<file path="src/hw/pe_pkg.sv">
// shared lane widths, mode and number-type enums for the dot-product PE; import where needed
`default_nettype none

package pe_pkg;

    // ====================
    // operand word layout
    // ====================

    // one lane of an operand word
    localparam int LANE_WD = 16;

    // lane 0 1-bit, lane 1 2-bit, lane 2 4-bit
    localparam int MASK_WD = 3 * LANE_WD;

    // signed sum of one item, 4-bit lane spans -480 to 900
    localparam int SUM_WD = 11;

    // ====================
    // control encodings
    // ====================

    // element precision and 1-bit rule
    typedef enum logic [1:0] {
        MODE_XNOR = 2'd0,
        MODE_M1   = 2'd1,
        MODE_M2   = 2'd2,
        MODE_M4   = 2'd3
    } pe_mode_e;

    // how an operand field is extended
    typedef enum logic {
        NUM_UNSIGNED = 1'b0,
        NUM_SIGNED   = 1'b1
    } pe_numt_e;

endpackage

`default_nettype wire

</file>
<file path="src/hw/pe_adder_tree.sv">
// balanced pairwise adder tree; sums NUM packed elements into one OUT_WD-bit signed total
`timescale 1ns/1ps
`default_nettype none

module pe_adder_tree #(
    parameter int ELEM_WD = 5,
    parameter int NUM     = 8,
    parameter int OUT_WD  = 8
) (
    input  wire signed [NUM-1:0][ELEM_WD-1:0] i_elems,
    output logic signed [OUT_WD-1:0]          o_total
);
    // leaf count padded to a power of two
    localparam int NUM_P = 1 << $clog2(NUM);

    // heap layout, node n has children 2n+1 and 2n+2
    logic signed [OUT_WD-1:0] node [2*NUM_P-1];

    for (genvar k = 0; k < NUM_P; k++) begin : g_leaf
        if (k >= NUM) begin : g_pad
            assign node[NUM_P-1+k] = '0;
        end else if (ELEM_WD == 1) begin : g_bit
            // single bits count as 0 or 1
            assign node[NUM_P-1+k] = OUT_WD'(i_elems[k]);
        end else begin : g_sext
            assign node[NUM_P-1+k] = OUT_WD'($signed(i_elems[k]));
        end
    end

    for (genvar n = 0; n < NUM_P-1; n++) begin : g_node
        assign node[n] = node[2*n+1] + node[2*n+2];
    end

    assign o_total = node[0];

endmodule

`default_nettype wire

</file>
<file path="src/hw/pe_arith_unit.sv">
// masked lane multiply and reduction of one pixel/weight pair; registered sum with rdy/ack
`timescale 1ns/1ps
`default_nettype none

module pe_arith_unit (
    input  wire                          i_clk,
    input  wire                          i_rst,
    input  wire                          i_work,
    input  wire pe_pkg::pe_mode_e        i_mode,
    input  wire pe_pkg::pe_numt_e        i_inumt,
    input  wire pe_pkg::pe_numt_e        i_wnumt,
    input  wire [pe_pkg::MASK_WD-1:0]    i_mask,
    input  wire [pe_pkg::MASK_WD-1:0]    i_pix,
    input  wire                          i_pix_rdy,
    input  wire [pe_pkg::MASK_WD-1:0]    i_wgt,
    input  wire                          i_wgt_rdy,
    output logic                         o_pix_ack,
    output logic                         o_wgt_ack,
    output logic signed [pe_pkg::SUM_WD-1:0] o_sum,
    output logic                         o_sum_rdy,
    input  wire                          i_sum_ack
);
    import pe_pkg::*;

    // ====================
    // lane shapes
    // ====================
    localparam int N2     = LANE_WD / 2;
    localparam int N4     = LANE_WD / 4;
    localparam int POP_WD = $clog2(LANE_WD) + 1;
    // 3x3 and 5x5 signed products
    localparam int P2_WD  = 5;
    localparam int P4_WD  = 9;
    localparam int S2_WD  = 8;

    logic [MASK_WD-1:0] pix_m;
    logic [MASK_WD-1:0] wgt_m;
    logic [LANE_WD-1:0] pix_l0, pix_l1, pix_l2;
    logic [LANE_WD-1:0] wgt_l0, wgt_l1, wgt_l2;

    logic [LANE_WD-1:0]          prod1;
    logic [N2-1:0][P2_WD-1:0]    prod2;
    logic [N4-1:0][P4_WD-1:0]    prod4;

    logic [POP_WD-1:0]           pop1;
    logic signed [S2_WD-1:0]     sum2;
    logic signed [SUM_WD-1:0]    sum4;
    logic signed [SUM_WD-1:0]    pop_s;
    logic signed [SUM_WD-1:0]    sum_w;

    logic signed [SUM_WD-1:0]    sum_r;
    logic                        sum_rdy;
    logic                        accept;

    assign pix_m = i_pix & i_mask;
    assign wgt_m = i_wgt & i_mask;

    assign pix_l0 = pix_m[0*LANE_WD +: LANE_WD];
    assign pix_l1 = pix_m[1*LANE_WD +: LANE_WD];
    assign pix_l2 = pix_m[2*LANE_WD +: LANE_WD];
    assign wgt_l0 = wgt_m[0*LANE_WD +: LANE_WD];
    assign wgt_l1 = wgt_m[1*LANE_WD +: LANE_WD];
    assign wgt_l2 = wgt_m[2*LANE_WD +: LANE_WD];

    // ====================
    // element products
    // ====================
    always_comb begin
        logic signed [2:0] px2, wg2;
        logic signed [4:0] px4, wg4;
        for (int i = 0; i < LANE_WD; i++) begin
            if (i_mode == MODE_XNOR) begin
                prod1[i] = ~(pix_l0[i] ^ wgt_l0[i]);
            end else begin
                prod1[i] = pix_l0[i] & wgt_l0[i];
            end
        end
        // msb copied only for signed operands
        for (int i = 0; i < N2; i++) begin
            px2 = {(i_inumt == NUM_SIGNED) & pix_l1[2*i+1], pix_l1[2*i +: 2]};
            wg2 = {(i_wnumt == NUM_SIGNED) & wgt_l1[2*i+1], wgt_l1[2*i +: 2]};
            prod2[i] = px2 * wg2;
        end
        for (int i = 0; i < N4; i++) begin
            px4 = {(i_inumt == NUM_SIGNED) & pix_l2[4*i+3], pix_l2[4*i +: 4]};
            wg4 = {(i_wnumt == NUM_SIGNED) & wgt_l2[4*i+3], wgt_l2[4*i +: 4]};
            prod4[i] = px4 * wg4;
        end
    end

    pe_adder_tree #(.ELEM_WD(1), .NUM(LANE_WD), .OUT_WD(POP_WD)) u_tree1 (
        .i_elems (prod1),
        .o_total (pop1)
    );

    pe_adder_tree #(.ELEM_WD(P2_WD), .NUM(N2), .OUT_WD(S2_WD)) u_tree2 (
        .i_elems (prod2),
        .o_total (sum2)
    );

    pe_adder_tree #(.ELEM_WD(P4_WD), .NUM(N4), .OUT_WD(SUM_WD)) u_tree4 (
        .i_elems (prod4),
        .o_total (sum4)
    );

    // popcount reaches 16, so read it as unsigned
    assign pop_s = {{(SUM_WD-POP_WD){1'b0}}, pop1};

    always_comb begin
        case (i_mode)
            MODE_XNOR: sum_w = (pop_s <<< 1) - SUM_WD'(LANE_WD);
            MODE_M1:   sum_w = pop_s;
            MODE_M2:   sum_w = SUM_WD'(sum2);
            default:   sum_w = sum4;
        endcase
    end

    // ====================
    // handshake and sum register
    // ====================

    // take a pair when the slot is empty or draining this cycle, never in reset
    assign accept    = !i_rst && i_work && i_pix_rdy && i_wgt_rdy && (!sum_rdy || i_sum_ack);
    assign o_pix_ack = accept;
    assign o_wgt_ack = accept;

    always_ff @(posedge i_clk) begin
        if (i_rst) begin
            sum_r   <= '0;
            sum_rdy <= 1'b0;
        end else if (i_work) begin
            if (accept) begin
                sum_r <= sum_w;
            end
            sum_rdy <= accept || (sum_rdy && !i_sum_ack);
        end
    end

    assign o_sum     = sum_r;
    assign o_sum_rdy = sum_rdy;

    a_ack_needs_rdy : assert property (@(posedge i_clk) disable iff (i_rst)
        (o_pix_ack || o_wgt_ack) |-> (i_pix_rdy && i_wgt_rdy && i_work));

    a_sum_held : assert property (@(posedge i_clk) disable iff (i_rst)
        (o_sum_rdy && !i_sum_ack) |=> (o_sum_rdy && $stable(o_sum)));

endmodule

`default_nettype wire

</file>
<file path="src/hw/pe_accumulator.sv">
// sums runs of arithmetic-unit results and presents each run total behind rdy/ack
`timescale 1ns/1ps
`default_nettype none

module pe_accumulator #(
    parameter int ACC_WD = 20,
    parameter int LEN_WD = 8
) (
    input  wire                              i_clk,
    input  wire                              i_rst,
    input  wire                              i_work,
    input  wire [LEN_WD-1:0]                 i_acc_len,
    input  wire signed [pe_pkg::SUM_WD-1:0]  i_sum,
    input  wire                              i_sum_rdy,
    output logic                             o_sum_ack,
    output logic signed [ACC_WD-1:0]         o_acc,
    output logic                             o_acc_rdy,
    input  wire                              i_acc_ack
);
    import pe_pkg::*;

    logic [LEN_WD-1:0]        run_cnt;
    logic [LEN_WD-1:0]        run_len;
    logic signed [ACC_WD-1:0] run_sum;
    logic signed [ACC_WD-1:0] acc_r;
    logic                     acc_rdy;

    logic                     first;
    logic                     last;
    logic [LEN_WD-1:0]        len_cur;
    logic [LEN_WD-1:0]        cnt_nxt;
    logic signed [ACC_WD-1:0] total;

    // stall while a finished total waits in the slot
    assign o_sum_ack = i_work && i_sum_rdy && (!acc_rdy || i_acc_ack);

    // ====================
    // run bookkeeping
    // ====================
    assign first   = (run_cnt == '0);
    assign len_cur = first ? i_acc_len : run_len;
    assign cnt_nxt = run_cnt + 1'b1;
    assign last    = (cnt_nxt == len_cur);
    assign total   = (first ? '0 : run_sum) + ACC_WD'(i_sum);

    always_ff @(posedge i_clk) begin
        if (i_rst) begin
            run_cnt <= '0;
            run_len <= '0;
            run_sum <= '0;
        end else if (o_sum_ack) begin
            if (last) begin
                run_cnt <= '0;
                run_sum <= '0;
            end else begin
                run_cnt <= cnt_nxt;
                run_sum <= total;
            end
            // length is fixed for the whole run
            if (first) begin
                run_len <= i_acc_len;
            end
        end
    end

    // ====================
    // result slot
    // ====================
    always_ff @(posedge i_clk) begin
        if (i_rst) begin
            acc_r   <= '0;
            acc_rdy <= 1'b0;
        end else if (o_sum_ack && last) begin
            acc_r   <= total;
            acc_rdy <= 1'b1;
        end else if (i_acc_ack) begin
            // the consumer owns the transfer, even while frozen
            acc_rdy <= 1'b0;
        end
    end

    assign o_acc     = acc_r;
    assign o_acc_rdy = acc_rdy;

    a_acc_held : assert property (@(posedge i_clk) disable iff (i_rst)
        (o_acc_rdy && !i_acc_ack) |=> (o_acc_rdy && $stable(o_acc)));

    a_len_nonzero : assert property (@(posedge i_clk) disable iff (i_rst)
        (o_sum_ack && run_cnt == '0) |-> (i_acc_len != '0));

endmodule

`default_nettype wire

</file>
<file path="src/hw/pe_top.sv">
// top of the dot-product processing element; arithmetic unit feeding the run accumulator
`timescale 1ns/1ps
`default_nettype none

module pe_top #(
    parameter int ACC_WD = 20,
    parameter int LEN_WD = 8
) (
    input  wire                          i_clk,
    input  wire                          i_rst,
    input  wire                          i_work,
    input  wire pe_pkg::pe_mode_e        i_mode,
    input  wire pe_pkg::pe_numt_e        i_inumt,
    input  wire pe_pkg::pe_numt_e        i_wnumt,
    input  wire [pe_pkg::MASK_WD-1:0]    i_mask,
    input  wire [LEN_WD-1:0]             i_acc_len,
    input  wire [pe_pkg::MASK_WD-1:0]    i_pix,
    input  wire                          i_pix_rdy,
    output logic                         o_pix_ack,
    input  wire [pe_pkg::MASK_WD-1:0]    i_wgt,
    input  wire                          i_wgt_rdy,
    output logic                         o_wgt_ack,
    output logic signed [ACC_WD-1:0]     o_acc,
    output logic                         o_acc_rdy,
    input  wire                          i_acc_ack
);
    import pe_pkg::*;

    // per-item sum between the two stages
    logic signed [SUM_WD-1:0] au_sum;
    logic                     au_sum_rdy;
    logic                     au_sum_ack;

    pe_arith_unit u_arith (
        .i_clk     (i_clk),
        .i_rst     (i_rst),
        .i_work    (i_work),
        .i_mode    (i_mode),
        .i_inumt   (i_inumt),
        .i_wnumt   (i_wnumt),
        .i_mask    (i_mask),
        .i_pix     (i_pix),
        .i_pix_rdy (i_pix_rdy),
        .i_wgt     (i_wgt),
        .i_wgt_rdy (i_wgt_rdy),
        .o_pix_ack (o_pix_ack),
        .o_wgt_ack (o_wgt_ack),
        .o_sum     (au_sum),
        .o_sum_rdy (au_sum_rdy),
        .i_sum_ack (au_sum_ack)
    );

    pe_accumulator #(.ACC_WD(ACC_WD), .LEN_WD(LEN_WD)) u_acc (
        .i_clk     (i_clk),
        .i_rst     (i_rst),
        .i_work    (i_work),
        .i_acc_len (i_acc_len),
        .i_sum     (au_sum),
        .i_sum_rdy (au_sum_rdy),
        .o_sum_ack (au_sum_ack),
        .o_acc     (o_acc),
        .o_acc_rdy (o_acc_rdy),
        .i_acc_ack (i_acc_ack)
    );

endmodule

`default_nettype wire

</file>
<file path="config.mk">
export PLATFORM = sky130hd
export DESIGN_NAME = pe_top
export DESIGN_NICKNAME = d
export VERILOG_FILES = /design/src/hw/pe_pkg.sv /design/src/hw/pe_adder_tree.sv /design/src/hw/pe_arith_unit.sv /design/src/hw/pe_accumulator.sv /design/src/hw/pe_top.sv
export SDC_FILE = /design/constraint.sdc
export NUM_CORES = 1
export LEC_CHECK = 0
export ABC_AREA = 1
export ABC_CLOCK_PERIOD_IN_PS = 6900
export CELL_PAD_IN_SITES_DETAIL_PLACEMENT = 0
export CELL_PAD_IN_SITES_GLOBAL_PLACEMENT = 1
export CORE_MARGIN = 8
export CORE_UTILIZATION = 35
export CTS_BUF_LIST = sky130_fd_sc_hd__clkbuf_8
export CTS_CLUSTER_DIAMETER = 120
export DETAILED_ROUTE_END_ITERATION = 6
export DONT_BUFFER_PORTS = 1
export GPL_TIMING_DRIVEN = 0
export PLACE_DENSITY = 0.73
export SLEW_MARGIN = 10
export SYNTH_ARGS = -nofsm -noshare
export SYNTH_HDL_FRONTEND = slang
export SYNTH_SLANG_ARGS = --single-unit
</file>
<file path="constraint.sdc">
create_clock -name i_clk -period 6.9 [get_ports i_clk]
set_input_delay 1.38 -clock i_clk [delete_from_list [all_inputs] [get_ports i_clk]]
set_output_delay 1.38 -clock i_clk [all_outputs]
set_load 0.02 [all_outputs]
</file>
# Yosys cells after proc, flatten, opt, wreduce, memory -nomap -nowiden
# Cells that the tools add are included.
# op_classes
add_sub_neg	28
n_mul	12
eq_ne	3
n_mux	23
n_bitwise	74
reduce_logical	19
# ops
op	n
$and A48 B48 Y48	2
$and A1 B1 Y1	40
$mul A3 B3 Y5	8
$mux W20	2
$mul A5 B5 Y9	4
$add A5 B5 Y5	7
$pmux W11 S3	1
$add A5 B5 Y6	4
$add A8 B8 Y8	3
$add A20 B20 Y20	1
$add A9 B9 Y10	2
$mux W1	18
$add A1 B1 Y2	8
$mux W8	2
$not A1 Y1	16
$xor A1 B1 Y1	16
$add A10 B10 Y11	1
$add A8 B1 Y8 const B	1
$eq A8 B8 Y1	1
$logic_and A1 B1 Y1	8
$logic_not A8 Y1	1
$sub A6 B5 Y7 const B	1
$logic_not A1 Y1	4
$logic_or A1 B1 Y1	3
5 further kinds	5
# word_totals
reg_bits	69
input_bits	162
elab_cells	166

# Depth between registers and ports, before layout
# Gate-level depths: netlist of the first run.
# logic_depth
depth_word	10
depth_mapped	32
mapped_depth_nobuf	31

# Modules after synthesis
# A second synthesis of the first run with hierarchy kept.
# unflattened
hier_cells	2219
hier_area_um2	14189.9
# by_module_without_submodules
module	instances	cells_per_inst	area_each_um2	seq_area_each_um2
pe_arith_unit	1	971	6516.2	240.2
pe_accumulator	1	758	4400.5	1141.1
pe_adder_tree (u_arith.u_tree4)	1	265	1478.9	0.0
pe_adder_tree (u_arith.u_tree2)	1	182	1332.5	0.0
pe_adder_tree (u_arith.u_tree1)	1	43	461.7	0.0

# Least setup slack after synthesis of the first run
# Ideal clock, no wire load.
# synth_path
path_kind	input -> register
from	input i_wgt[43] (netlist bit)
to	register u_arith.sum_r[9] (netlist: u_arith.o_sum[9])
arrival_time_ns	6.641
t_required_ns	6.782
setup_slack_ns	0.141
stages	29
path_cell_list	nand2_1 -> nor2_1 -> inv_1 -> nor2_1 -> fa_1 -> fa_1 -> inv_1 -> fa_1 -> inv_1 -> ha_1 -> a21oi_1 -> nand2_1 -> a21o_1 -> a21oi_1 -> xnor2_1 -> xnor2_1 -> inv_1 -> fa_1 -> inv_1 -> fa_1 -> ha_1 -> inv_1 -> nor3_1 -> a211oi_1 -> nand3_1 -> nand2_1 -> nor2_1 -> nor2_1 -> nor2_1
# synth_between
elab_chain_cells	6
# synth_lines
element	line	rtl
from (decl)	pe_top.sv:20	input wire [pe_pkg::MASK_WD-1:0] i_wgt,
$and A48 B48 Y48 (*)	pe_arith_unit.sv:56	assign wgt_m = i_wgt & i_mask;
$and A1 B1 Y1	pe_arith_unit.sv:86	wg4 = {(i_wnumt == NUM_SIGNED) & wgt_l2[4*i+3], wgt_l2[4*i +: 4]};
$mul A5 B5 Y9 (*)	pe_arith_unit.sv:87	prod4[i] = px4 * wg4;
$add A9 B9 Y10 (*)	pe_adder_tree.sv:31	assign node[n] = node[2*n+1] + node[2*n+2];
$add A10 B10 Y11 (*)	pe_adder_tree.sv:31	
$pmux W11 S3 (*)	pe_arith_unit.sv:110	case (i_mode)
to (signal assigned)	pe_arith_unit.sv:133	sum_r <= sum_w;
to (decl)	pe_arith_unit.sv:51	logic signed [SUM_WD-1:0] sum_r;
# Every way passes the cells marked *; elsewhere a longest branch is shown, timed or not.
# A chain may end at the register's enable or synchronous reset.

# Worst setup path after layout of the first run
# layout_path
from	input i_wnumt
to	register u_arith.sum_r[10] (netlist: u_arith.o_sum[10])
# layout_between
elab_chain_cells	6
elab_cells_between_ends	35
# layout_lines
element	line	rtl
from (decl)	pe_top.sv:14	input wire pe_pkg::pe_numt_e i_wnumt,
$and A1 B1 Y1	pe_arith_unit.sv:81	wg2 = {(i_wnumt == NUM_SIGNED) & wgt_l1[2*i+1], wgt_l1[2*i +: 2]};
$mul A3 B3 Y5	pe_arith_unit.sv:82	prod2[i] = px2 * wg2;
$add A5 B5 Y6	pe_adder_tree.sv:31	
$add A8 B8 Y8 (2 in a row)	pe_adder_tree.sv:31	
$pmux W11 S3 (*)	pe_arith_unit.sv:110	
# Marked as above.

==> results.py, run 1 <==
metrics = {
    "synthesis": {
        "yosysMostFrequentCell": "nand2_1",
        "syn_inst": 1881,
        "yosysUniqueCellTypes": 39,
        "synth.top_cells.by_count": "nand2_1, inv_1, nor2_1, ha_1",
        "synth-async-reset-ratio": 0,
        "avgSynthCellArea_um2": 6.890,
        "synth.largest_area_cell": "fa_1",
        "netlist_area_um2": 12960,
        "synth_top_cells_by_area": "fa_1, ha_1, nand2_1",
        "synth-seq-cells": 69,
        "synth_edf_count": 0,
        "seq_area_frac_synth": 0.1066,
        "syn_nets": 2339,
        "synth_top_area_share": 0.2039,
        "ys_warn_count": 0,
        "synth-main-ff-cell": "dfxtp_1",
    },
    "layout": {
        "syn2layout_area_growth_pct": 7.550,
        "final_nets": 2353,
        "regArea_um2": 1381,
        "nFillCells": 3940,
        "drive_above_1_share": 0.04687,
        "antenna_cells": 0,
        "multi_input_area_um2": 10030,
        "final_cell_count_no_fill": 2367,
    },
    "worst_setup_path": {
        "cp-startpoint": "i_wnumt",
        "cpMostUsedCell": "fa_1",
        "r2r_cells": 18,
        "cpPeakStageDelay_ns": 0.55,
        "worstReg2RegEnd": "u_acc.run_sum[17]",
        "critPathKind": "primary input to flip-flop",
        "crit_arrival_ns": 6.86,
        "critPathSlowestCell": "fa_1",
        "end_kind": "flip-flop",
        "critPathCapture": "u_arith.o_sum[10]",
        "rr_startpoint": "u_acc.run_cnt[0]",
        "regToRegSetupSlack_ns": 3.33,
        "critPathBufInv": 5,
        "critPathLaunchType": "primary input",
        "crit_fanout": 10,
        "cp_top_family": "adder cells",
        "worst-path-stages": 25,
        "critPathRequiredTime_ns": 7.14,
    },
    "timing": {
        "skew_ns": 0.01870,
        "setup_viol": 0,
        "period_share": 0.9600,
        "layout_min_cycle_time_ns": 6.624,
        "relSlewSlack": 0.4793,
        "drv_slew": 0,
        "final-hold-violation-count": 0,
        "fin_ws_ns": 0.2762,
        "worst_pin_slew_ns": 0.7811,
        "fmax_mhz": 151.0,
    },
    "placed_design": {
        "placed_cells": 2349,
        "globalplace.congestion": 0.8491,
        "dp_slack_ns": -0.9302,
        "hpwl_um": 28980,
        "io_buffers": 0,
    },
    "global_routing": {
        "grt-ovfl-total": 0,
        "grt_pass1_wl_um": 55120,
        "grt.total_usage": 0.1512,
        "grt_max_degree": 12,
        "first_global_vias": 11410,
        "antenna_found_initial": 0,
    },
    "route": {
        "antenna_left": 0,
        "wl_met3_um": 1394,
        "drt_pass1_iterations": 5,
        "viasPerCell": 4.715,
        "dr.max_layer_used": "met4",
        "vias": 11160,
        "drtIter0Drc": 578,
        "routed-wl-met2_um": 15170,
        "routed_wl_um": 32750,
        "drc": 0,
        "drt-met1-wl_um": 15800,
        "routedWlPerCell_um": 13.84,
    },
    "clock_tree": {
        "clk_pin_slew_ns": 0.07,
        "clkLatencyLatePin_ns": 0.35,
        "cts_buffer_depth": 2,
        "root_buffer": "clkbuf_8",
        "htreeDepth": 3,
        "cts_hold_buffers": 0,
        "numCtsBuffers": 9,
        "cts_tree": "yes",
        "cts.sinks": 69,
    },
    "die": {
        "io_pins": 185,
        "initial_core_util": 0.3548,
        "core_um2": 36520,
        "die_height_um": 208.4,
        "die_area_um2": 43440,
        "die_w_um": 208.4,
        "row_count": 70,
    },
    "power": {
        "ir_drop_mv": 0.09208,
        "leakage_nw": 7.528,
        "power_density_nw_per_um2": 143.7,
        "total_power_mw": 2.004,
    },
    "worst_hold_path": {
        "hold_class": "flip-flop to flip-flop",
    },
    "run_status": {
        "status": "finished, final reports clean",
    },
    "run": {
        "cap_violations": 0,
    },
}
==> registers in the layout (all words and copies together) (netlist names) <==
register	cells
u_acc.o_acc	20
u_acc.o_acc_rdy	1
u_acc.run_cnt	8
u_acc.run_len	8
u_acc.run_sum	20
u_arith.o_sum	11
u_arith.o_sum_rdy	1
==> layout by cell type, fill, tap and decap left out, types with 10 or more instances in the layout <==
| cell type | instances |
|---|---|
| nand2_1 | 406 |
| inv_1 | 379 |
| nor2_1 | 216 |
| ha_1 | 160 |
| fa_1 | 132 |
| nand3_1 | 131 |
| a21oi_1 | 89 |
| dfxtp_1 | 69 |
| xor2_1 | 65 |
| o21ai_0 | 47 |
| xnor2_1 | 41 |
| clkbuf_1 | 20 |
| inv_2 | 14 |
| nor2_4 | 10 |
| nor2_2 | 10 |
| clkbuf_8 | 10 |
==> cell type report <==
cell class                      count  share of cell area
Multi-Input combinational cell   1381              0.7198
Inverter                          395              0.1070
Sequential cell                    69             0.09910
Tap cell                          468             0.04201
Buffer                             36             0.01508
Clock buffer                       10            0.009874
Clock inverter                      5            0.005476
Timing Repair Buffer                3            0.001616
==> where the power goes <==
| group | internal, mW | switching (mW) | leakage [nW] |
|---|---|---|---|
| combinational | 0.485 | 0.741 | 6.86 |
| sequential | 0.404 | 0.00513 | 0.557 |
| clock | 0.210 | 0.159 | 0.110 |
| total | 1.10 | 0.905 | 7.53 |
==> worst register-to-register path, delay by kind of cell (launching register included) <==
| kind | cells | cell delay (ns) |
|---|---|---|
| fa+ha+maj | 2 | 0.50 |
| compound gates | 1 | 0.14 |
| buf+inv | 4 | 0.92 |
| flops | 1 | 0.38 |
| simple gates | 11 | 1.55 |
==> layer usage <==
metal / GRT usage / up-vias
li1: - / 5808
met1: 0.2028 / 5122
met2: 0.2571 / 204
met3: 0.02089 / 27
met4: 0.02888 / 0
met5: 0 / -
==> timing repair <==
action / CTS / global route
resized for setup: 10 / 38
pin swaps: 0 / 17
hold endpoints to repair: 0 / 0
endpoints found under the setup margin: 7 / 6
setup buffers: 0 / 3
==> through the flow <==
| stage | TNS, ns | utilization | hold WS, ns | cell area, µm² |
|---|---|---|---|---|
| finish | 0 | 0.3816 | 0.4683 | 13940 |
| CTS | 0 | 0.3776 | 0.4691 | 13790 |
| global placement | -4.873 | 0.3709 | 0.4520 | 13550 |
| detailed placement | -4.519 | 0.3709 | 0.4591 | 13550 |
| global route | -0.01966 | 0.3816 | 0.4868 | 13940 |
| floorplan | 0 | - | 0.4453 | 12960 |
==> kinds of logic (layout without fill, tap and decap cells) <==
| family | after synthesis | count (layout) | share of synthesized area |
|---|---|---|---|
| AOI/OAI and AO/OA | 171 | 171 | 0.07202 |
| adders and majority gates | 296 | 296 | 0.3622 |
| buffers and inverters | 431 | 449 | 0.1288 |
| DFF | 69 | 69 | 0.1066 |
| and+or+nand+nor | 808 | 808 | 0.2587 |
| xor gates and xnor gates | 106 | 106 | 0.07164 |
==> how the worst min path moves through the flow <==
stage / startpoint / end / slack, ns / cells after the start
5_1_grt: u_acc.run_sum[10] / u_acc.run_sum[10] / 0.49 / 2
4_1_cts: u_acc.run_sum[0] / u_acc.run_sum[0] / 0.47 / 2
2_1_floorplan: u_acc.run_sum[0] / u_acc.run_sum[0] / 0.45 / 2
6_report: u_acc.run_sum[0] / u_acc.run_sum[0] / 0.47 / 2
3_5_place_dp: u_acc.run_sum[1] / u_acc.run_sum[1] / 0.46 / 2
3_3_place_gp: u_acc.run_sum[1] / u_acc.run_sum[1] / 0.45 / 2
Note: power is estimated with default switching activity, not from simulation.
==> run 2: changes to the inputs <==
- ABC_CLOCK_PERIOD_IN_PS: 6900 -> 7400
- PLACE_DENSITY: 0.73 -> 0.71
- clock period: 6.9 -> 7.4 ns (I/O delays scaled with it)
==> run 2 against run 1 <==
Clock skew down 0.0073 ns; die area is the same; clock power decreased by 3%; first-iteration DRC count is 23% lower; critical path depth rose by 4; hold slack better by 0.0016 ns; register-to-register slack improved by 0.45 ns; global-route usage is 0.052 points higher; power is 9.3% lower; sequential share of layout area up 0.11 points; utilization decreased by 0.41 points; non-clock buffer count decreased by 3; critical path type unchanged; largest power group unchanged; highest routed layer unchanged.
==> results.py, run 2 (synthesized netlist as in run 1, its figures left out) <==
metrics = {
    "run_status": {
        "status": "finished, final reports clean",
    },
    "worst_setup_path": {
        "critPathCapture": "u_arith.o_sum[9]",
        "critPathBufInv": 6,
        "critPathSlowestCell": "fa_1",
        "cpMostUsedCell": "inv_1",
        "critPathKind": "primary input to flip-flop",
        "crit_arrival_ns": 7.24,
        "cpPeakStageDelay_ns": 0.53,
        "critPathRequiredTime_ns": 7.64,
        "end_kind": "flip-flop",
        "critPathLaunchType": "primary input",
        "cp_top_family": "adder cells",
        "crit_fanout": 5,
        "worst-path-stages": 29,
        "rr_startpoint": "u_acc.run_cnt[0]",
        "r2r_cells": 18,
        "cp-startpoint": "i_wgt[43]",
        "regToRegSetupSlack_ns": 3.78,
        "worstReg2RegEnd": "u_acc.run_sum[17]",
    },
    "clock_tree": {
        "cts.sinks": 69,
        "cts_buffer_depth": 2,
        "cts_setup_buffers": 0,
        "clk_pin_slew_ns": 0.08,
        "cts_hold_buffers": 0,
        "clkLatencyLatePin_ns": 0.36,
        "cts_tree": "yes",
        "htreeDepth": 3,
        "cts_resized": 2,
        "root_buffer": "clkbuf_8",
        "numCtsBuffers": 9,
    },
    "power": {
        "ir_drop_mv": 0.08293,
        "power_density_nw_per_um2": 131.9,
        "leakage_nw": 7.526,
        "total_power_mw": 1.818,
    },
    "timing": {
        "final-hold-violation-count": 0,
        "setup_viol": 0,
        "period_share": 0.9453,
        "tns_ns": 0,
        "drv_slew": 0,
        "layout_min_cycle_time_ns": 6.995,
        "fmax_mhz": 143.0,
        "relSlewSlack": 0.4713,
        "skew_ns": 0.01145,
        "rsz0062_at_grt": "false",
        "worst_pin_slew_ns": 0.7930,
    },
    "route": {
        "drc": 0,
        "viasPerCell": 4.673,
        "routedWlPerCell_um": 13.80,
        "antenna_left": 0,
        "vias": 11050,
        "drt_pass1_iterations": 5,
        "drtIter0Drc": 447,
        "routed_wl_um": 32650,
    },
    "global_routing": {
        "grt-ovfl-total": 0,
        "grt.total_usage": 0.1517,
        "first_global_vias": 11330,
        "grt_max_degree": 14,
        "antenna_found_initial": 0,
        "grt_pass1_wl_um": 55340,
    },
    "placed_design": {
        "hpwl_um": 28950,
        "globalplace.congestion": 0.8542,
        "io_buffers": 0,
        "placed_cells": 2349,
        "dpl_cell_area_um2": 13550,
    },
    "die": {
        "core_um2": 36520,
        "die_area_um2": 43440,
        "die_height_um": 208.4,
        "initial_core_util": 0.3548,
        "die_w_um": 208.4,
        "row_count": 70,
        "io_pins": 185,
    },
    "worst_hold_path": {
        "hold_class": "flip-flop to flip-flop",
        "hold_start": "u_acc.run_sum[1]",
    },
    "layout": {
        "drive_above_1_share": 0.03005,
        "syn2layout_area_growth_pct": 6.391,
        "final_nets": 2350,
        "layout_commonest_cell": "nand2_1",
        "final_cell_count_no_fill": 2365,
        "mostFrequentLayoutCells": "nand2_1, inv_1, nor2_1, ha_1",
        "stdcell_area_um2": 13790,
        "antenna_cells": 0,
    },
    "run": {
        "cap_violations": 0,
    },
}
run 2: changes by cell type in the layout (fill, tap and decap cells not counted), moves of 2 or more:
cell	before	now
nor2_4	10	7
inv_1	379	386
clkinv_4	0	2
nor2_1	216	226
inv_2	14	8
a21oi_2	5	0
clkinvlp_4	3	1
a21oi_1	89	94
ha_4	3	0
buf_4	6	3
ha_1	160	164
nor2_2	10	3
run 2: final cells by class:
class,count,area (µm²)
Buffer,36,197.7
Sequential cell,69,1381
Inverter,395,1484
Multi-Input combinational cell,1381,9917
Clock buffer,9,123.9
Clock inverter,7,98.84
Tap cell,468,585.6
Fill cell,3937,22730
run 2: metrics by stage:
step                setup WS (ns)    util  hold slack (ns)
CTS                        0.1846  0.3770           0.4713
global placement          -0.5275  0.3709           0.4527
floorplan                  0.5414       -           0.4453
detailed placement        -0.5587  0.3709           0.4588
finish                     0.4047  0.3775           0.4699
global route              0.01221  0.3775           0.4808
run 2: worst min path at each step:
stage | cells past startpoint | slack [ns] | endpoint
finish | 2 | 0.47 | u_acc.run_sum[1]
global route | 2 | 0.48 | u_acc.run_sum[1]
CTS | 2 | 0.47 | u_acc.run_sum[1]
detailed placement | 2 | 0.46 | u_acc.run_sum[1]
global placement | 2 | 0.45 | u_acc.run_sum[9]
floorplan | 2 | 0.45 | u_acc.run_sum[0]
run 2: metal layers:
metal / GRT usage / vias to the layer above / routed length, µm
met5: 0 / - / 0
met4: 0.02031 / 0 / 188
met3: 0.02225 / 10 / 1488
met2: 0.2647 / 189 / 15290
met1: 0.2004 / 5053 / 15690
li1: - / 5800 / -
run 2: report_power, final:
group          internal [mW]  switching [mW]
logic                  0.424           0.654
registers              0.377         0.00474
clock network          0.192           0.168
total                  0.992           0.826
run 2: worst reg2reg max path, stage by stage (launching register included):
cell and delay [ns]:
dfxtp_1 0.38, inv_1 0.14, ha_1 0.19, nand2_1 0.10, nor2_4 0.16, nand2_4 0.11, clkinv_2 0.16, clkbuf_1 0.35
nor2_1 0.13, ha_1 0.29, clkbuf_1 0.28, nand4_1 0.21, nor3_1 0.27, nand3_1 0.20, nand3_1 0.14, nand2_1 0.06
nand2_1 0.13, nand3_1 0.10, a21oi_1 0.15
